--- config.mk ---
export PLATFORM = sky130hd
export DESIGN_NAME = operand_select
export DESIGN_NICKNAME = d
export VERILOG_FILES = /design/src/fft_pkg.sv /design/src/operand_select.sv
export SDC_FILE = /design/constraint.sdc
export NUM_CORES = 1
export LEC_CHECK = 0
export BUFFER_PORTS_ARGS = -buffer_cell sky130_fd_sc_hd__buf_2
export CORE_AREA = 2 2 124 126
export DETAILED_ROUTE_END_ITERATION = 6
export DIE_AREA = 0 0 126 128
export PLACE_DENSITY = 0.49
export SYNTH_ARGS = -nofsm -noshare
export SYNTH_HDL_FRONTEND = slang
export SYNTH_SLANG_ARGS = --single-unit
--- constraint.sdc ---
create_clock -name vclk -period 1
set_clock_uncertainty 0.1 [all_clocks]
set_input_delay 0.1 -clock vclk [all_inputs]
set_output_delay 0.1 -clock vclk [all_outputs]
set_load 0.03 [all_outputs]
--- src/fft_pkg.sv ---
`default_nettype none

package fft_pkg;

        // Q1.14 sample, 16384 is 1.0
        typedef logic signed [15:0] sample_t;

        typedef struct packed {
                sample_t re;
                sample_t im;
        } complex_t;

        // Butterfly operands and results share this layout
        typedef struct packed {
                complex_t a;
                complex_t b;
        } lane_pair_t;

        typedef logic [1:0] slot_t;

        localparam sample_t SAMPLE_ONE = 16'sd16384;

        // 0.7071 in Q1.14
        localparam sample_t TWIDDLE_HALF = 16'sd11585;

        // Product shift back to Q1.14
        localparam int FRAC_BITS = 14;

        // W(k) = exp(-j*pi*k/4)
        function automatic complex_t twiddle_lookup(input slot_t k);
                complex_t w;
                case (k)
                        2'd0:    w = '{re: SAMPLE_ONE, im: '0};
                        2'd1:    w = '{re: TWIDDLE_HALF, im: -TWIDDLE_HALF};
                        2'd2:    w = '{re: '0, im: -SAMPLE_ONE};
                        default: w = '{re: -TWIDDLE_HALF, im: -TWIDDLE_HALF};
                endcase
                return w;
        endfunction

endpackage

`default_nettype wire

--- src/operand_select.sv ---
`timescale 1ns/1ps
`default_nettype none

module operand_select import fft_pkg::*;
#(
        parameter int LANE_SIZE = 8
)
(
        input  wire complex_t lane_in [LANE_SIZE],
        input  wire slot_t    slot,
        output lane_pair_t    pair
);

        localparam int HALF  = LANE_SIZE / 2;
        localparam int IDX_W = (LANE_SIZE > 1) ? $clog2(LANE_SIZE) : 1;

        logic [IDX_W-1:0] idx_a;
        logic [IDX_W-1:0] idx_b;

        // Partner sample sits half a lane further on
        assign idx_a = IDX_W'(slot);
        assign idx_b = IDX_W'(slot) + IDX_W'(HALF);

        always_comb
        begin
                pair.a = lane_in[idx_a];
                pair.b = lane_in[idx_b];
        end

endmodule

`default_nettype wire

==> flow_summary.ini <==
[setup_path]
worstPathRequired_ps = 800
crit_path_end_kind = output port
worst_path_most_repeated_cell = buf_16
setup.worst_path.class = primary input to output port
max_stage_delay_ps = 540
arrival_ps = 1090
startpoint = slot[0]
cp_max_fo = 7
cp-endpoint = pair[46]
worstPathCellList = buf_16, buf_16, mux4_2, buf_6
cpMaxStageDelayCell = mux4_2
cp-start-kind = primary input

[final_layout]
area_growth_pct = 147
final_common_cell = buf_2
nets = 658
n_fill_cell = 1576
final_cell_mix = buf_2 (257), mux4_2 (64), buf_6 (64), buf_16 (8), buf_12 (3)
multiInputGateArea_mm2 = 0.00144
n_sequential_cell = 0
drive_gt1_share_pct = 100
regArea_um2 = 0
clock_buffers = 0
final_core_util_pct = 27.0

[synth]
syn_nets = 336
yosysUniqueCellTypes = 6
syn-cell-area_mm2 = 0.00162
postSynthAreaPerCell_um2 = 20.8
ys_seq_area_share_pct = 0
synth_warnings = 0
netlist_instances = 78

[floorplanning]
coreArea_mm2 = 0.0149
die_x_um = 126
dieArea_mm2 = 0.0161
io_pins = 322
die_height_um = 128
rows = 45
initial_core_util_pct = 10.9

[route]
drc = 0
wl_per_cell_um = 18.9
ant_nets = 0
firstDrtPassIters = 6
vias_per_cell = 4.20
drt_iter0_drc = 55
routed_wl_um = 11100
vias = 2464

[placement]
portBuffers = 322
gp_congestion = 0.784
hpwl_um = 8840
dp_worst_setup_slack_ps = -477

[flow_run]
cap_violations = 0

[global_route]
grt_pass1_wl_um = 15200
grt_overflow_total = 0
grt_pass1_vias = 2823
grt_max_degree = 35
antenna_found_initial = 3
grt_usage_pct = 12.2

[timing]
slew_headroom_pct = 86.3
maxSlewViolCount = 0
period_needed_ps = 1290
fin_crit_sh_pct = 129
grt_setup_unrepaired = yes
whs_ps = 524
fmax_mhz = 777
setup_viol = 64
fin_ws_ps = -288
tightest_slew_ps = 205
fin_setup_tns_ps = -16600
hold_viol = 0

[min_path]
hold_class = primary input to output port

[power]
power_leakage_nw = 1.96
power_density_mw_per_mm2 = 626
worst_ir_drop_vdd_uv = 294

[status]
violations = negative setup slack
status = complete, but fails checks
==> cell type report <==
class	instances	share of cell area (%)
diodes	1	0.0623
multi-input cells	64	35.9
well taps	188	5.86
repair buffers	334	58.2
==> worst max-delay path: cells and delay by family <==
kind                   cells  cell delay (ps)
buffers and inverters      3              440
multiplexers               1              540
==> cell usage after synthesis, drive strengths merged <==
cell    count  area (µm²)
mux4       64        1460
buf        13         161
clkbuf      1        5.00
==> worst min-delay path by stage <==
stage                  from       end  slack (ps)  cells after the start
5_1_grt         lane_in[40]   pair[8]         530                      3
4_1_cts        lane_in[187]  pair[59]         520                      3
3_5_place_dp   lane_in[159]  pair[63]         560                      3
6_report        lane_in[48]  pair[16]         520                      3
2_1_floorplan   lane_in[96]   pair[0]         420                      1
3_3_place_gp   lane_in[159]  pair[63]         560                      3
==> layer usage <==
metal | GRT usage, % | wire, µm
met1 | 12.9 | 3700
met2 | 24.7 | 6170
met3 | 3.09 | 1040
met4 | 1.81 | 191
met5 | 0 | 23
==> stage by stage <==
stage	total power, mW	instances	cell area (µm²)
final	2.51	587	4020
after detailed placement	2.01	579	3390
after global routing	2.64	586	4010
after global placement	1.99	579	3390
after floorplan	1.22	78	1630
after CTS	2.47	584	3910
==> logic make-up after synthesis <==
family | share of synthesized area (%)
buffers and inverters | 10.3
multiplexers | 89.7
==> timing repair <==
item                                    4_1_cts  5_1_grt
hold buffers                                  0        0
gates cloned                                  5        2
resized for setup                           130       23
setup buffers                                 0        0
endpoints found under the hold margin         0        0
endpoints found under the setup margin       64       64
==> power by group <==
group / internal (mW) / switching, mW / leakage, nW
clock network: 0.000000134 / 0 / 0.00000634
registers: 0 / 0 / 0
logic: 1.38 / 1.14 / 1.96
Power figures use the tool's default switching activity.
