$ cat src/fft_pkg.sv
`default_nettype none

package fft_pkg;

        // Q1.14 sample, 16384 is 1.0
        typedef logic signed [15:0] sample_t;

        typedef struct packed {
                sample_t re;
                sample_t im;
        } complex_t;

        // Butterfly operands and results share this layout
        typedef struct packed {
                complex_t a;
                complex_t b;
        } lane_pair_t;

        typedef logic [1:0] slot_t;

        localparam sample_t SAMPLE_ONE = 16'sd16384;

        // 0.7071 in Q1.14
        localparam sample_t TWIDDLE_HALF = 16'sd11585;

        // Product shift back to Q1.14
        localparam int FRAC_BITS = 14;

        // W(k) = exp(-j*pi*k/4)
        function automatic complex_t twiddle_lookup(input slot_t k);
                complex_t w;
                case (k)
                        2'd0:    w = '{re: SAMPLE_ONE, im: '0};
                        2'd1:    w = '{re: TWIDDLE_HALF, im: -TWIDDLE_HALF};
                        2'd2:    w = '{re: '0, im: -SAMPLE_ONE};
                        default: w = '{re: -TWIDDLE_HALF, im: -TWIDDLE_HALF};
                endcase
                return w;
        endfunction

endpackage

`default_nettype wire

$ cat src/slot_sequencer.sv
`timescale 1ns/1ps
`default_nettype none

module slot_sequencer import fft_pkg::*;
(
        input  wire       clk,
        input  wire       reset,
        output slot_t     slot,
        output complex_t  twiddle,
        output logic      frame_done
);

        localparam slot_t LAST_SLOT = 2'd3;

        // Free-running, wraps every four cycles
        always_ff @(posedge clk)
        begin
                if (reset)
                begin
                        slot <= '0;
                end
                else
                begin
                        slot <= slot + 2'd1;
                end
        end

        assign twiddle = twiddle_lookup(slot);

        // High in the cycle after the slot 3 load
        always_ff @(posedge clk)
        begin
                if (reset)
                begin
                        frame_done <= 1'b0;
                end
                else
                begin
                        frame_done <= (slot == LAST_SLOT);
                end
        end

        // Slot steps by one every cycle out of reset
        assert property (@(posedge clk) disable iff (reset)
                $past(!reset) |-> slot == slot_t'($past(slot) + 2'd1));

        // Frame pulse is a single cycle and recurs four cycles later
        assert property (@(posedge clk) disable iff (reset)
                frame_done |=> !frame_done ##1 !frame_done ##1 !frame_done
                               ##1 frame_done);

endmodule

`default_nettype wire

$ cat config.mk
export PLATFORM = sky130hd
export DESIGN_NAME = slot_sequencer
export DESIGN_NICKNAME = d
export VERILOG_FILES = /design/src/fft_pkg.sv /design/src/slot_sequencer.sv
export SDC_FILE = /design/constraint.sdc
export NUM_CORES = 1
export LEC_CHECK = 0
export ABC_AREA = 0
export BUFFER_PORTS_ARGS = -buffer_cell sky130_fd_sc_hd__buf_2
export CORE_AREA = 2 2 39 41
export CTS_CLUSTER_SIZE = 16
export DETAILED_ROUTE_END_ITERATION = 6
export DIE_AREA = 0 0 41 43
export PLACE_DENSITY = 0.67
export SETUP_SLACK_MARGIN = 0.05
export SLEW_MARGIN = 25
export SYNTH_ARGS = -nofsm -noshare
export SYNTH_HDL_FRONTEND = slang
export SYNTH_SLANG_ARGS = --single-unit
$ cat constraint.sdc
create_clock -name clk -period 2.38 [get_ports clk]
set_input_delay 0 -clock clk [delete_from_list [all_inputs] [get_ports clk]]
set_output_delay 0 -clock clk [all_outputs]
set_load 0.1 [all_outputs]
==> metrics <==
clk buf depth=2; total congestion overflow=0; RSZ-0062 raised after global routing=no; Setup Viol. Count Final=0; layout cell share with drive strength beyond 1=between 70% and 80%; DR WL/cell=6.75 µm; Synth Cell Area=~340 µm²; area leader, netlist=buf_4; Critical Path RT=around 2.4 ns; vias in the first global route=~180; htree depth=1; largest stage delay on the critical path=about 0.43 ns; ranking of synthesized cells by area=buf_4, dfxtp_1, ha_1, inv_1, nor2b_1; first-pass GRT wire length=696 µm; Synth top area share=59.3%; CTS tree=done; Final TNS setup=0 ns; clk slew on worst S/H paths=0.03 ns; initial antenna violation count=0; worst hold path class=flip-flop to flip-flop; CTS root buf=clkbuf_4; IO Pins=37; Unique masters post-synth=8; max cap viols=0; area of the core=about 1400 µm²; Die Y-Extent=between 40 and 50 µm; Seq/Total Area, Yosys=between 10% and 20%; Die W=roughly 40 µm; Initial Util=about a quarter; FILL cells=158; status=complete, no violations; All-Layer GR Usage=roughly 6.4%; # nets final=61; DRT iter0 DRCs=0; Ys Warns=0; diode count=0; CP arrival=1.43 ns; Syn Area/Cell=8.13 µm²; critical path class=flip-flop to output pin; min Tclk post-route=1.43 ns; element type at the critical path end=output pin; Buffers on Ports=31; number of core rows=14; Final Hold Viols=0; CP max stage cell=buf_2; Final period util=60.2%; clk sinks=3; cts repair resizes=0; drt via density=approximately 3.5; pin count of the biggest net entering global routing=12; Reg area=62.6 µm²; Initial DRT Pass Iterations=1; #FFs+latches synth=3; clock latency on the worst-skew pair=~0.23 ns; die area=between 1500 and 2000 µm²; Final ANT Viol Nets=0; Clock Skew=0.00396 ns; CTS Buf Count=3; Max Transition Viols Final=0; DRC Markers=0; Critical Path Start Type=flip-flop; Mapped Cells=between 40 and 50; Syn-to-layout area delta=12.8%; crit-path cells=inv_1 -> ha_2 -> or2_4 -> buf_2; crit-path max FO=10; f_max=roughly 700 MHz; Detailed Route WL=between 400 and 500 µm; total number of vias=249; Multi-input gate area=96.3 µm²; RD Place Congestion=about 0.52
## cells in the mapped netlist
cell type / count
buf_4: 27
inv_1: 4
dfxtp_1: 3
ha_1: 3
nor2b_1: 2
conb_1: 1
nor2_1: 1
or2_1: 1
## cells in the final DEF (no fill, tap or decap)
cell type and instances:
dfxtp_2 2, conb_1 5, ha_4 1, clkbuf_4 3, dfxtp_1 1, dlygate4sd3_1 1, nor2_1 1, ha_2 1
nor2b_1 2, buf_2 31, or2_4 1, ha_1 1, inv_1 4, clkbuf_1 1
## worst paths after layout
| kind | startpoint | endpoint | slack (ns) | cells after the start |
|---|---|---|---|---|
| setup / recovery | slot[1] | twiddle[1] | 0.95 | 4 |
| hold / removal | slot[0] | slot[0] | 0.48 | 1 |
| setup reg to reg | slot[0] | slot[1] | 1.41 | 3 |
| hold reg to reg | slot[0] | slot[0] | 0.48 | 1 |
## worst max-delay path, delay by kind of cell (launching register included)
family	cells	cell delay, ns
fa+ha+maj	1	0.21
buf+inv	2	0.51
flops	1	0.33
simple gates	1	0.16
## metal layers
layer  global-route usage (%)  routed length (µm)
met2                     9.38                 223
met5                        0                   0
met4                     6.00                   4
met3                     4.71                  95
met1                     5.11                 155
## registers in the layout (all words and copies together) (netlist names)
register    cells
frame_done      1
slot            2
## cells by family (layout without fill, tap and decap cells)
logic type | Yosys count | after routing | share of synthesized area, %
adder cells (fa/ha/maj) | 3 | 3 | 11.0
other | 1 | 5 | 1.10
AND/OR/NAND/NOR | 4 | 4 | 6.59
flip-flops | 3 | 3 | 17.6
buffers and inverters | 31 | 40 | 63.7
## what timing repair did
item / 4_1_cts / 5_1_grt
hold buffers: 1 / 0
endpoints found under the hold margin: 3 / 0
buffers inserted: 0 / 0
## layout make-up
class / count / share of cell area (%)
Sequential cell: 3 / 16.2
Timing Repair Buffer: 32 / 42.9
Multi-Input combinational cell: 12 / 25.0
Tap cell: 16 / 5.19
Inverter: 4 / 3.90
Clock buffer: 4 / 6.82
## per-stage QoR
| step | hold slack (ns) | worst slack [ns] | utilization, % | cell area (µm²) | std cells |
|---|---|---|---|---|---|
| 2_1_floorplan | 0.0593 | 0.175 | - | 377 | 46 |
| 3_3_place_gp | 0.178 | 1.19 | 25.2 | 349 | 66 |
| 3_5_place_dp | 0.185 | 1.17 | 25.2 | 349 | 66 |
| 4_1_cts | 0.476 | 0.921 | 27.8 | 385 | 71 |
| 5_1_grt | 0.485 | 0.833 | 27.8 | 385 | 71 |
| 6_report | 0.477 | 0.948 | 27.8 | 385 | 71 |
Power is not shown: default switching activity piles up to over one toggle a cycle in this logic, so the estimate is an artifact.
