<file path="src/fft_pkg.sv">
`default_nettype none

package fft_pkg;

        // Q1.14 sample, 16384 is 1.0
        typedef logic signed [15:0] sample_t;

        typedef struct packed {
                sample_t re;
                sample_t im;
        } complex_t;

        // Butterfly operands and results share this layout
        typedef struct packed {
                complex_t a;
                complex_t b;
        } lane_pair_t;

        typedef logic [1:0] slot_t;

        localparam sample_t SAMPLE_ONE = 16'sd16384;

        // 0.7071 in Q1.14
        localparam sample_t TWIDDLE_HALF = 16'sd11585;

        // Product shift back to Q1.14
        localparam int FRAC_BITS = 14;

        // W(k) = exp(-j*pi*k/4)
        function automatic complex_t twiddle_lookup(input slot_t k);
                complex_t w;
                case (k)
                        2'd0:    w = '{re: SAMPLE_ONE, im: '0};
                        2'd1:    w = '{re: TWIDDLE_HALF, im: -TWIDDLE_HALF};
                        2'd2:    w = '{re: '0, im: -SAMPLE_ONE};
                        default: w = '{re: -TWIDDLE_HALF, im: -TWIDDLE_HALF};
                endcase
                return w;
        endfunction

endpackage

`default_nettype wire

</file>
<file path="src/result_bank.sv">
`timescale 1ns/1ps
`default_nettype none

module result_bank import fft_pkg::*;
#(
        parameter int  LANE_SIZE = 8,
        parameter type payload_t = complex_t
)
(
        input  wire           clk,
        input  wire           reset,
        input  wire slot_t    slot,
        input  wire payload_t upper,
        input  wire payload_t lower,
        output payload_t      lane_out [LANE_SIZE]
);

        localparam int HALF  = LANE_SIZE / 2;
        localparam int IDX_W = (LANE_SIZE > 1) ? $clog2(LANE_SIZE) : 1;

        logic [IDX_W-1:0] idx_upper;
        logic [IDX_W-1:0] idx_lower;

        assign idx_upper = IDX_W'(slot);
        assign idx_lower = IDX_W'(slot) + IDX_W'(HALF);

        // Two entries per edge, the rest hold
        always_ff @(posedge clk)
        begin
                if (reset)
                begin
                        for (int i = 0; i < LANE_SIZE; i++)
                        begin
                                lane_out[i] <= '0;
                        end
                end
                else
                begin
                        lane_out[idx_upper] <= upper;
                        lane_out[idx_lower] <= lower;
                end
        end

        // Both halves of the pair must land in distinct entries
        assert property (@(posedge clk) disable iff (reset)
                idx_upper != idx_lower);

endmodule

`default_nettype wire

</file>
<file path="config.mk">
export PLATFORM = sky130hd
export DESIGN_NAME = result_bank
export DESIGN_NICKNAME = d
export VERILOG_FILES = /design/src/fft_pkg.sv /design/src/result_bank.sv
export SDC_FILE = /design/constraint.sdc
export NUM_CORES = 1
export LEC_CHECK = 0
export BUFFER_PORTS_ARGS = -buffer_cell sky130_fd_sc_hd__buf_4
export CAP_MARGIN = 20
export CORE_MARGIN = 1
export CORE_UTILIZATION = 46
export DETAILED_ROUTE_END_ITERATION = 12
export GPL_ROUTABILITY_DRIVEN = 1
export GPL_TIMING_DRIVEN = 0
export PLACE_DENSITY = 0.76
export SYNTH_ARGS = -nofsm -noshare
export SYNTH_HDL_FRONTEND = slang
export SYNTH_SLANG_ARGS = --single-unit
</file>
<file path="constraint.sdc">
create_clock -name clk -period 1.43 [get_ports clk]
set_clock_uncertainty 0.2 [all_clocks]
set_input_delay 0.286 -clock clk [delete_from_list [all_inputs] [get_ports clk]]
set_output_delay 0.286 -clock clk [all_outputs]
set_load 0.01 [all_outputs]
</file>
==> metrics.md <==
| Metric | Value |
|---|---|
| Hold Crit Endpoint | `lane_out[190]` |
| Violated checks | `negative setup slack` |
| P per Cell Area | `1059 nW/um^2` |
| Crit-path cells | `buf_6` |
| Int Power | `0.01284 W` |
| Yosys warnings | `0` |
| Vias | `8371` |
| Maximum clock frequency | `0.6679 GHz` |
| Total gr overflow | `0` |
| Fin crit share | `104.7%` |
| Flop2flop setup slack | `330 ps` |
| Vias in the first global route | `8397` |
| First-pass GRT wire length | `46.61 mm` |
| Tmin final | `1497 ps` |
| Top cell type's share of synthesized area | `50.95%` |
| Seq/Total Area, Yosys | `50.95%` |
| Share of layout cells above drive strength 1 | `52.21%` |
| Final #Nets | `1472` |
| Max clock buf depth | `3` |
| Slowest-stage cell, CP | `dfxtp_4` |
| Worst r2r src | `lane_out[11]` |
| GRT Resource Usage Total | `26.93%` |
| H-tree levels | `1` |
| Final Wtd Congestion | `0.7861` |
| Endpoints failing hold | `0` |
| Max FFs per register | `256` |
| Clock-pin slew on the worst setup and hold paths | `60 ps` |
| Setup CP Type | `register to output port` |
| # IOs | `324` |
| Max-slew violation count | `0` |
| Reg2reg path depth | `4` |
| Worst-path maximum fanout | `2` |
| Syn_area_per_cell | `11.14 um^2` |
| TritonCTS clock tree | `done` |
| WL per Instance | `19.28 um` |
| Hold Startpoint | `upper[30]` |
| Routed wire length | `32.81 mm` |
| Post-synthesis register bit count | `256` |
| Largest net degree at the start of global routing | `14` |
| Leakage | `7.723 nW` |
| Top Registers | `lane_out (256)` |
| Max Cap Violations | `0` |
| Drt via density | `4.918` |
| P_sw | `0.004348 W` |
| Required time of the critical path | `940 ps` |
| HPWL reported at the end of detailed placement | `20.81 mm` |
| Status | `complete, but fails checks` |
| Worst Tran Pin Value | `536.5 ps` |
| Clock Sinks | `256` |
| Initial core utilization | `47.41%` |
| Residual DRC count | `0` |
| R2R Path End | `lane_out[11]` |
| Biggest register | `lane_out` |
| Filler instances | `1335` |
| Die area | `22460 um^2` |
| Unrepaired setup endpoints after global routing | `yes` |
| Setup WS post-layout | `-67.33 ps` |
| Die width | `149.9 um` |
| Hold depth | `3` |
| Post-route insts no fill | `1702` |
| Peak supply drop | `1.131 mV` |
| Yosys cell types | `12` |
| TNS Setup | `-7023 ps` |
| Fraction of power consumed by combinational cells | `15.5%` |
| Root Driver | `clkbuf_16` |
| Critical Path Max Stage Delay | `360 ps` |
| Syn Nets | `971` |
| Final setup vio count | `256` |
| Die H | `149.9 um` |
| Row count | `53` |
| CP startpoint kind | `register` |
| Core area | `21220 um^2` |
| Largest cells by area after synthesis | `dfxtp_1 51%, mux2i_1 25%, nand2b_1 20%, clkbuf_1 1.3%, buf_2 0.85%` |
| Rel. slew slack | `64.23%` |
| Flop pwr share | `45.7%` |
| PortBufs | `320` |
| Worst path bufs/invs | `1` |
| Post-Syn Area | `10060 um^2` |
| Clock Latency Late Sink | `520 ps` |
| Worst EP arrival | `1010 ps` |
| Critical Path End Type | `output port` |
| Worst hold path class | `input port to register` |
| Cells after Synth | `903` |
| CP top delay family | `flip-flops` |
| Sw frac | `25.29%` |
| Initial antenna violation count | `2` |
| Remaining antenna violation count | `0` |
| Area grow syn2layout | `61.39%` |
| Worst setup path startpoint | `lane_out[198]` |
| Yosys top cell by area | `dfxtp_1` |
| Post-placement cell count | `1498` |
| 1st-iter DRT viols | `273` |
| DRT Pass-1 Iters | `5` |
| Clk pwr share | `38.8%` |
| Num CTS Buffers | `27` |
==> placed cells by master, fill, tap and decap left out, types with 2 or more instances in the layout <==
master         count
buf_2             17
buf_4            161
buf_6            260
clkbuf_1          40
clkbuf_16         27
clkbuf_8           5
clkinv_2          10
dfxtp_2          254
dfxtp_4            2
diode_2            2
dlygate4sd3_1     63
mux2i_1          256
nand2b_1         321
==> routing by layer <==
| metal | share of wire [%] | global-route usage (%) | wire (um) |
|---|---|---|---|
| met4 | 3.6 | 11.11 | 1165 |
| met5 | 0 | 0 | 0 |
| met1 | 39 | 30.45 | 12930 |
| met3 | 6.8 | 7.073 | 2229 |
| met2 | 50 | 47.75 | 16480 |
==> synthesized netlist by cell type, drive strengths merged <==
library cell and count:
buf 29, or2 1, nor2b 1, dfxtp 256, nand2b 322, nand2 1
clkbuf 36, nor2 1, mux2i 256
==> power by group through the flow <==
| stage | sequential [W] | clock (W) | combinational [W] |
|---|---|---|---|
| 2_1_floorplan | 0.00801 | 0 | 0.000884 |
| 4_1_cts | 0.00785 | 0.00670 | 0.00250 |
| 6_report | 0.00786 | 0.00667 | 0.00266 |
| 3_3_place_gp | 0.00786 | 0 | 0.00205 |
| 3_5_place_dp | 0.00786 | 0 | 0.00208 |
| 5_1_grt | 0.00789 | 0.00707 | 0.00281 |
==> worst max-delay path by stage <==
stage	endpoint	cells after the start
after floorplan	lane_out[240]	5
after global placement	lane_out[190]	4
after detailed placement	lane_out[197]	4
after CTS	lane_out[198]	1
after global routing	lane_out[230]	1
final	lane_out[198]	1
==> area by class of cell <==
type | count | area, um^2 | area share [%]
Sequential cell | 256 | 5450 | 33.57
Timing Repair Buffer | 472 | 4662 | 28.71
Clock inverter | 13 | 75.07 | 0.4624
Clock buffer | 37 | 763.2 | 4.701
Buffer | 65 | 326.6 | 2.011
Multi-Input combinational cell | 582 | 4609 | 28.39
Tap cell | 275 | 344.1 | 2.119
Antenna cell | 2 | 5.005 | 0.03083
==> stage by stage <==
| step | total power, W | util (%) | hold slack, ps | setup slack (ps) | area (um^2) |
|---|---|---|---|---|---|
| floorplan | 0.008897 | - | 292.6 | 26.89 | 10060 |
| global placement | 0.009906 | 60.35 | 259.5 | -444.2 | 12810 |
| detailed placement | 0.009942 | 60.35 | 261.3 | -418.4 | 12810 |
| CTS | 0.01705 | 74.32 | 2.383 | -83.12 | 15770 |
| global route | 0.01777 | 76.51 | 10.43 | -90.19 | 16240 |
| finish | 0.01719 | 76.51 | 22.05 | -67.33 | 16240 |
==> timing repair <==
action,4_1_cts,5_1_grt
setup endpoints to repair,256,257
setup buffers,30,59
endpoints found under the hold margin,248,1
hold buffers,62,1
resized for setup,512,4
==> kinds of logic after synthesis <==
logic type             count (synthesis)  synth area share [%]
muxes                                256                 25.47
and+or+nand+nor                      326                 20.35
DFF                                  256                 50.95
buffers and inverters                 65                 3.234
No activity file was read; power rests on OpenSTA's default activity.
