[config.mk]
export PLATFORM = sky130hd
export DESIGN_NAME = butterfly_unit
export DESIGN_NICKNAME = d
export VERILOG_FILES = /design/src/fft_pkg.sv /design/src/butterfly_unit.sv
export SDC_FILE = /design/constraint.sdc
export NUM_CORES = 2
export LEC_CHECK = 0
export ABC_AREA = 1
export ABC_CLOCK_PERIOD_IN_PS = 25800
export CAP_MARGIN = 5
export CORE_MARGIN = 3
export CORE_UTILIZATION = 45
export DETAILED_ROUTE_END_ITERATION = 16
export DONT_BUFFER_PORTS = 1
export PLACE_DENSITY = 0.61
export SYNTH_ARGS = -nofsm -noshare
export SYNTH_HDL_FRONTEND = slang
export SYNTH_SLANG_ARGS = --single-unit
[constraint.sdc]
create_clock -name vclk -period 25.8
set_clock_uncertainty 0.1 [all_clocks]
set_input_delay 1.29 -clock vclk [all_inputs]
set_output_delay 1.29 -clock vclk [all_outputs]
set_load 0.005 [all_outputs]
[src/fft_pkg.sv]
`default_nettype none

package fft_pkg;

        // Q1.14 sample, 16384 is 1.0
        typedef logic signed [15:0] sample_t;

        typedef struct packed {
                sample_t re;
                sample_t im;
        } complex_t;

        // Butterfly operands and results share this layout
        typedef struct packed {
                complex_t a;
                complex_t b;
        } lane_pair_t;

        typedef logic [1:0] slot_t;

        localparam sample_t SAMPLE_ONE = 16'sd16384;

        // 0.7071 in Q1.14
        localparam sample_t TWIDDLE_HALF = 16'sd11585;

        // Product shift back to Q1.14
        localparam int FRAC_BITS = 14;

        // W(k) = exp(-j*pi*k/4)
        function automatic complex_t twiddle_lookup(input slot_t k);
                complex_t w;
                case (k)
                        2'd0:    w = '{re: SAMPLE_ONE, im: '0};
                        2'd1:    w = '{re: TWIDDLE_HALF, im: -TWIDDLE_HALF};
                        2'd2:    w = '{re: '0, im: -SAMPLE_ONE};
                        default: w = '{re: -TWIDDLE_HALF, im: -TWIDDLE_HALF};
                endcase
                return w;
        endfunction

endpackage

`default_nettype wire

[src/butterfly_unit.sv]
`timescale 1ns/1ps
`default_nettype none

module butterfly_unit import fft_pkg::*;
(
        input  wire lane_pair_t operands,
        input  wire complex_t   twiddle,
        output lane_pair_t      result
);

        localparam int SAMPLE_W = $bits(sample_t);
        localparam int PROD_W   = 2 * SAMPLE_W;

        sample_t a_re;
        sample_t a_im;
        sample_t b_re;
        sample_t b_im;
        sample_t w_re;
        sample_t w_im;

        logic signed [PROD_W-1:0] rr;
        logic signed [PROD_W-1:0] ii;
        logic signed [PROD_W-1:0] ri;
        logic signed [PROD_W-1:0] ir;

        // One extra bit so the cross sums cannot overflow
        logic signed [PROD_W:0] prod_re;
        logic signed [PROD_W:0] prod_im;
        logic signed [PROD_W:0] scaled_re;
        logic signed [PROD_W:0] scaled_im;

        sample_t wb_re;
        sample_t wb_im;

        assign a_re = operands.a.re;
        assign a_im = operands.a.im;
        assign b_re = operands.b.re;
        assign b_im = operands.b.im;
        assign w_re = twiddle.re;
        assign w_im = twiddle.im;

        // Partial products at full width
        assign rr = b_re * w_re;
        assign ii = b_im * w_im;
        assign ri = b_re * w_im;
        assign ir = b_im * w_re;

        assign prod_re = rr - ii;
        assign prod_im = ri + ir;

        // Arithmetic shift rounds toward minus infinity
        assign scaled_re = prod_re >>> FRAC_BITS;
        assign scaled_im = prod_im >>> FRAC_BITS;

        assign wb_re = scaled_re[SAMPLE_W-1:0];
        assign wb_im = scaled_im[SAMPLE_W-1:0];

        // Sum and difference wrap at 16 bits
        always_comb
        begin
                result.a.re = a_re + wb_re;
                result.a.im = a_im + wb_im;
                result.b.re = a_re - wb_re;
                result.b.im = a_im - wb_im;
        end

endmodule

`default_nettype wire

==> flow_results.xml <==
<?xml version="1.0" encoding="UTF-8"?>
<metrics>
  <group name="global_routing">
    <metric name="antenna_found_initial" unit="">0</metric>
    <metric name="first_pass_grt_wire_length" unit="um">193000</metric>
    <metric name="grt-ovfl-total" unit="">0</metric>
    <metric name="grt_util_all_layers" unit="%">24.9</metric>
    <metric name="maximum_number_of_pins_on_one_net_before_global_route_repair" unit="">35</metric>
    <metric name="grt_pass1_vias" unit="">35000</metric>
  </group>
  <group name="final_layout">
    <metric name="n_fill_cell" unit="">9453</metric>
    <metric name="ff_latch_area" unit="um^2">0</metric>
    <metric name="layout.sequential_cells" unit="">0</metric>
    <metric name="drive_gt1_share" unit="%">0.661</metric>
    <metric name="final.clkbuf_count" unit="">0</metric>
    <metric name="layout.nets" unit="">6830</metric>
    <metric name="syn2layout_area_growth" unit="%">1.70</metric>
  </group>
  <group name="die">
    <metric name="core.rowCount" unit="">112</metric>
    <metric name="dieWidth" unit="um">314</metric>
    <metric name="core_area" unit="um^2">93700</metric>
    <metric name="die_area" unit="um^2">98800</metric>
    <metric name="die_h" unit="um">314</metric>
    <metric name="boundaryPins" unit="">160</metric>
    <metric name="initial_standard_cell_utilization_of_the_core" unit="%">45.6</metric>
  </group>
  <group name="sta">
    <metric name="report.final.hold_viol_count" unit="">0</metric>
    <metric name="timing.max_slew.rel_slack" unit="%">41.4</metric>
    <metric name="max_slew.worst_pin.slew" unit="ns">0.868</metric>
    <metric name="setup_tns" unit="ns">0</metric>
    <metric name="fmaxAchievable" unit="MHz">87.6</metric>
    <metric name="drv_slew" unit="">0</metric>
    <metric name="fin_crit" unit="ns">11.42</metric>
    <metric name="rsz0062_at_grt" unit="">no</metric>
    <metric name="finalSetupViolations" unit="">0</metric>
    <metric name="final_min_period_over_clock_period" unit="%">44.3</metric>
  </group>
  <group name="yosys">
    <metric name="seq_area_frac_synth" unit="%">0</metric>
    <metric name="synthAdderAreaFrac" unit="%">61.2</metric>
    <metric name="dominant_combinational_cell_family_by_area_after_synthesis" unit="">adder cells</metric>
    <metric name="yosys_warnings" unit="">0</metric>
    <metric name="synthMuxAreaShare" unit="%">0</metric>
    <metric name="synth_simple_gate_area_share" unit="%">14.3</metric>
    <metric name="synth.avg_cell_area" unit="um^2">7.76</metric>
    <metric name="netlist-cell-type-count" unit="">43</metric>
    <metric name="synth_area" unit="um^2">42800</metric>
    <metric name="mappedNetlistNets" unit="">7047</metric>
    <metric name="synth_xor_xnor_area_share" unit="%">2.25</metric>
    <metric name="synth-compound-area-share" unit="%">3.21</metric>
    <metric name="syn_inst" unit="">5513</metric>
  </group>
  <group name="place">
    <metric name="buffer_ports.inserted" unit="">0</metric>
    <metric name="gp_congestion" unit="">0.952</metric>
    <metric name="place.detailed.hpwl" unit="um">92000</metric>
  </group>
  <group name="flow_run">
    <metric name="maxcap_violations" unit="">0</metric>
  </group>
  <group name="routing">
    <metric name="detail_route.iter0.violations" unit="">2076</metric>
    <metric name="drc_markers" unit="">0</metric>
    <metric name="routed_via_density" unit="">4.86</metric>
    <metric name="detail-route-antenna-nets" unit="">0</metric>
    <metric name="routed_wirelength" unit="um">116000</metric>
    <metric name="wire_length_per_cell" unit="um">17.7</metric>
    <metric name="detailedRoute.firstPassIterationCount" unit="">5</metric>
    <metric name="vias" unit="">31800</metric>
  </group>
  <group name="critical_path">
    <metric name="worst-endpoint-arrival" unit="ns">10.03</metric>
    <metric name="critical_path.startpoint_type" unit="">input pin</metric>
    <metric name="slowest_delay" unit="ns">0.57</metric>
    <metric name="cp_data_required_time" unit="ns">24.41</metric>
    <metric name="worstSetupPathType" unit="">input pin to output pin</metric>
    <metric name="worst-path-max-fanout" unit="">16</metric>
    <metric name="cp_slowest_cell" unit="">sky130_fd_sc_hd__fa_1</metric>
    <metric name="critPathCaptureType" unit="">output pin</metric>
  </group>
  <group name="run_status">
    <metric name="outcome" unit="">finished, final reports clean</metric>
  </group>
  <group name="cts">
    <metric name="number_of_setup_buffers_added_after_cts" unit="">0</metric>
    <metric name="cts_resized" unit="">0</metric>
    <metric name="cts_hold_buf" unit="">0</metric>
  </group>
  <group name="worst_hold_path">
    <metric name="hold_class" unit="">input pin to output pin</metric>
  </group>
</metrics>
[synthesized netlist by cell type (all sizes together) (3+ instances only)]
| cell | number | share of area, % |
|---|---|---|
| inv | 1947 | 17 |
| nand2 | 1288 | 11 |
| fa | 1088 | 51 |
| ha | 350 | 10 |
| clkbuf | 204 | 1.8 |
| nor2 | 133 | 1.2 |
| a21oi | 113 | 1.3 |
| xor2 | 82 | 1.7 |
| nand3 | 78 | 0.91 |
| o21ai | 64 | 0.78 |
| xnor2 | 28 | 0.57 |
| or2 | 24 | 0.35 |
| a21o | 17 | 0.30 |
| buf | 17 | 0.22 |
| nor3 | 17 | 0.23 |
| o21bai | 13 | 0.24 |
| nand4 | 10 | 0.15 |
| a31oi | 6 | 0.088 |
| o211ai | 5 | 0.088 |
| nand3b | 4 | 0.070 |
| a211oi | 3 | 0.053 |
| a221oi | 3 | 0.061 |
| nor4 | 3 | 0.044 |
[worst paths after layout]
check | from | to | slack [ns] | cells after the start
setup / recovery | twiddle[15] | result[13] | 14.38 | 33
hold / removal | operands[33] | result[1] | 2.65 | 1
[per-stage QoR]
step | instances | utilization, % | worst slack, ns | hold WS, ns | instance area (um^2)
finish | 6549 | 46.4 | 14.38 | 2.65 | 43500
global route | 6548 | 46.4 | 13.86 | 2.66 | 43500
CTS | 6548 | 46.4 | 14.40 | 2.65 | 43500
detailed placement | 6548 | 46.4 | 14.42 | 2.65 | 43500
global placement | 6548 | 46.4 | 14.46 | 2.65 | 43500
floorplan | 5513 | - | 15.47 | 2.64 | 42800
[placed cells by master, fill, tap and decap left out, drive strengths merged, types with 3 or more instances in the layout]
cell type / count
nor4: 3
xor2: 82
inv: 1947
nand3b: 4
o21bai: 13
o21ai: 64
ha: 350
nand3: 78
nor2: 133
xnor2: 28
a221oi: 3
a31oi: 6
nand4: 10
nor3: 17
nand2: 1288
a211oi: 3
or2: 24
a21o: 17
fa: 1088
a21oi: 113
o211ai: 5
[layer usage]
layer / global-route usage [%] / wire (um)
met5: 0 / 0
met4: 4.72 / 2600
met3: 2.67 / 7700
met2: 42.8 / 56100
met1: 34.4 / 49600
[area by class of cell]
type | count | area, um^2 | area share, %
Timing Repair Buffer | 2 | 15.0 | 0.0345
Inverter | 1947 | 7310 | 16.8
Tap cell | 1254 | 1570 | 3.61
Multi-Input combinational cell | 3345 | 34600 | 79.5
Antenna cell | 1 | 2.50 | 0.00575
[worst max-delay path, delay by kind of cell]
kind	cells	cell delay [ns]
adder cells (fa/ha/maj)	10	4.92
buffers and inverters	9	1.27
AND/OR/NAND/NOR	9	1.23
XOR/XNOR	2	0.73
AO/OA/AOI/OAI	3	0.57
[cells by family (layout without fill, tap and decap cells)]
kind of cell    count (synthesis)  after routing
compound gates                238            238
fa+ha+maj                    1438           1438
xor+xnor                      110            110
simple gates                 1559           1559
buf+inv                      2168           1949
other cells                     0              1
Power is left out: the tool's default activity adds up to more than one toggle a clock period on the data nets, which glitch-free logic cannot reach.
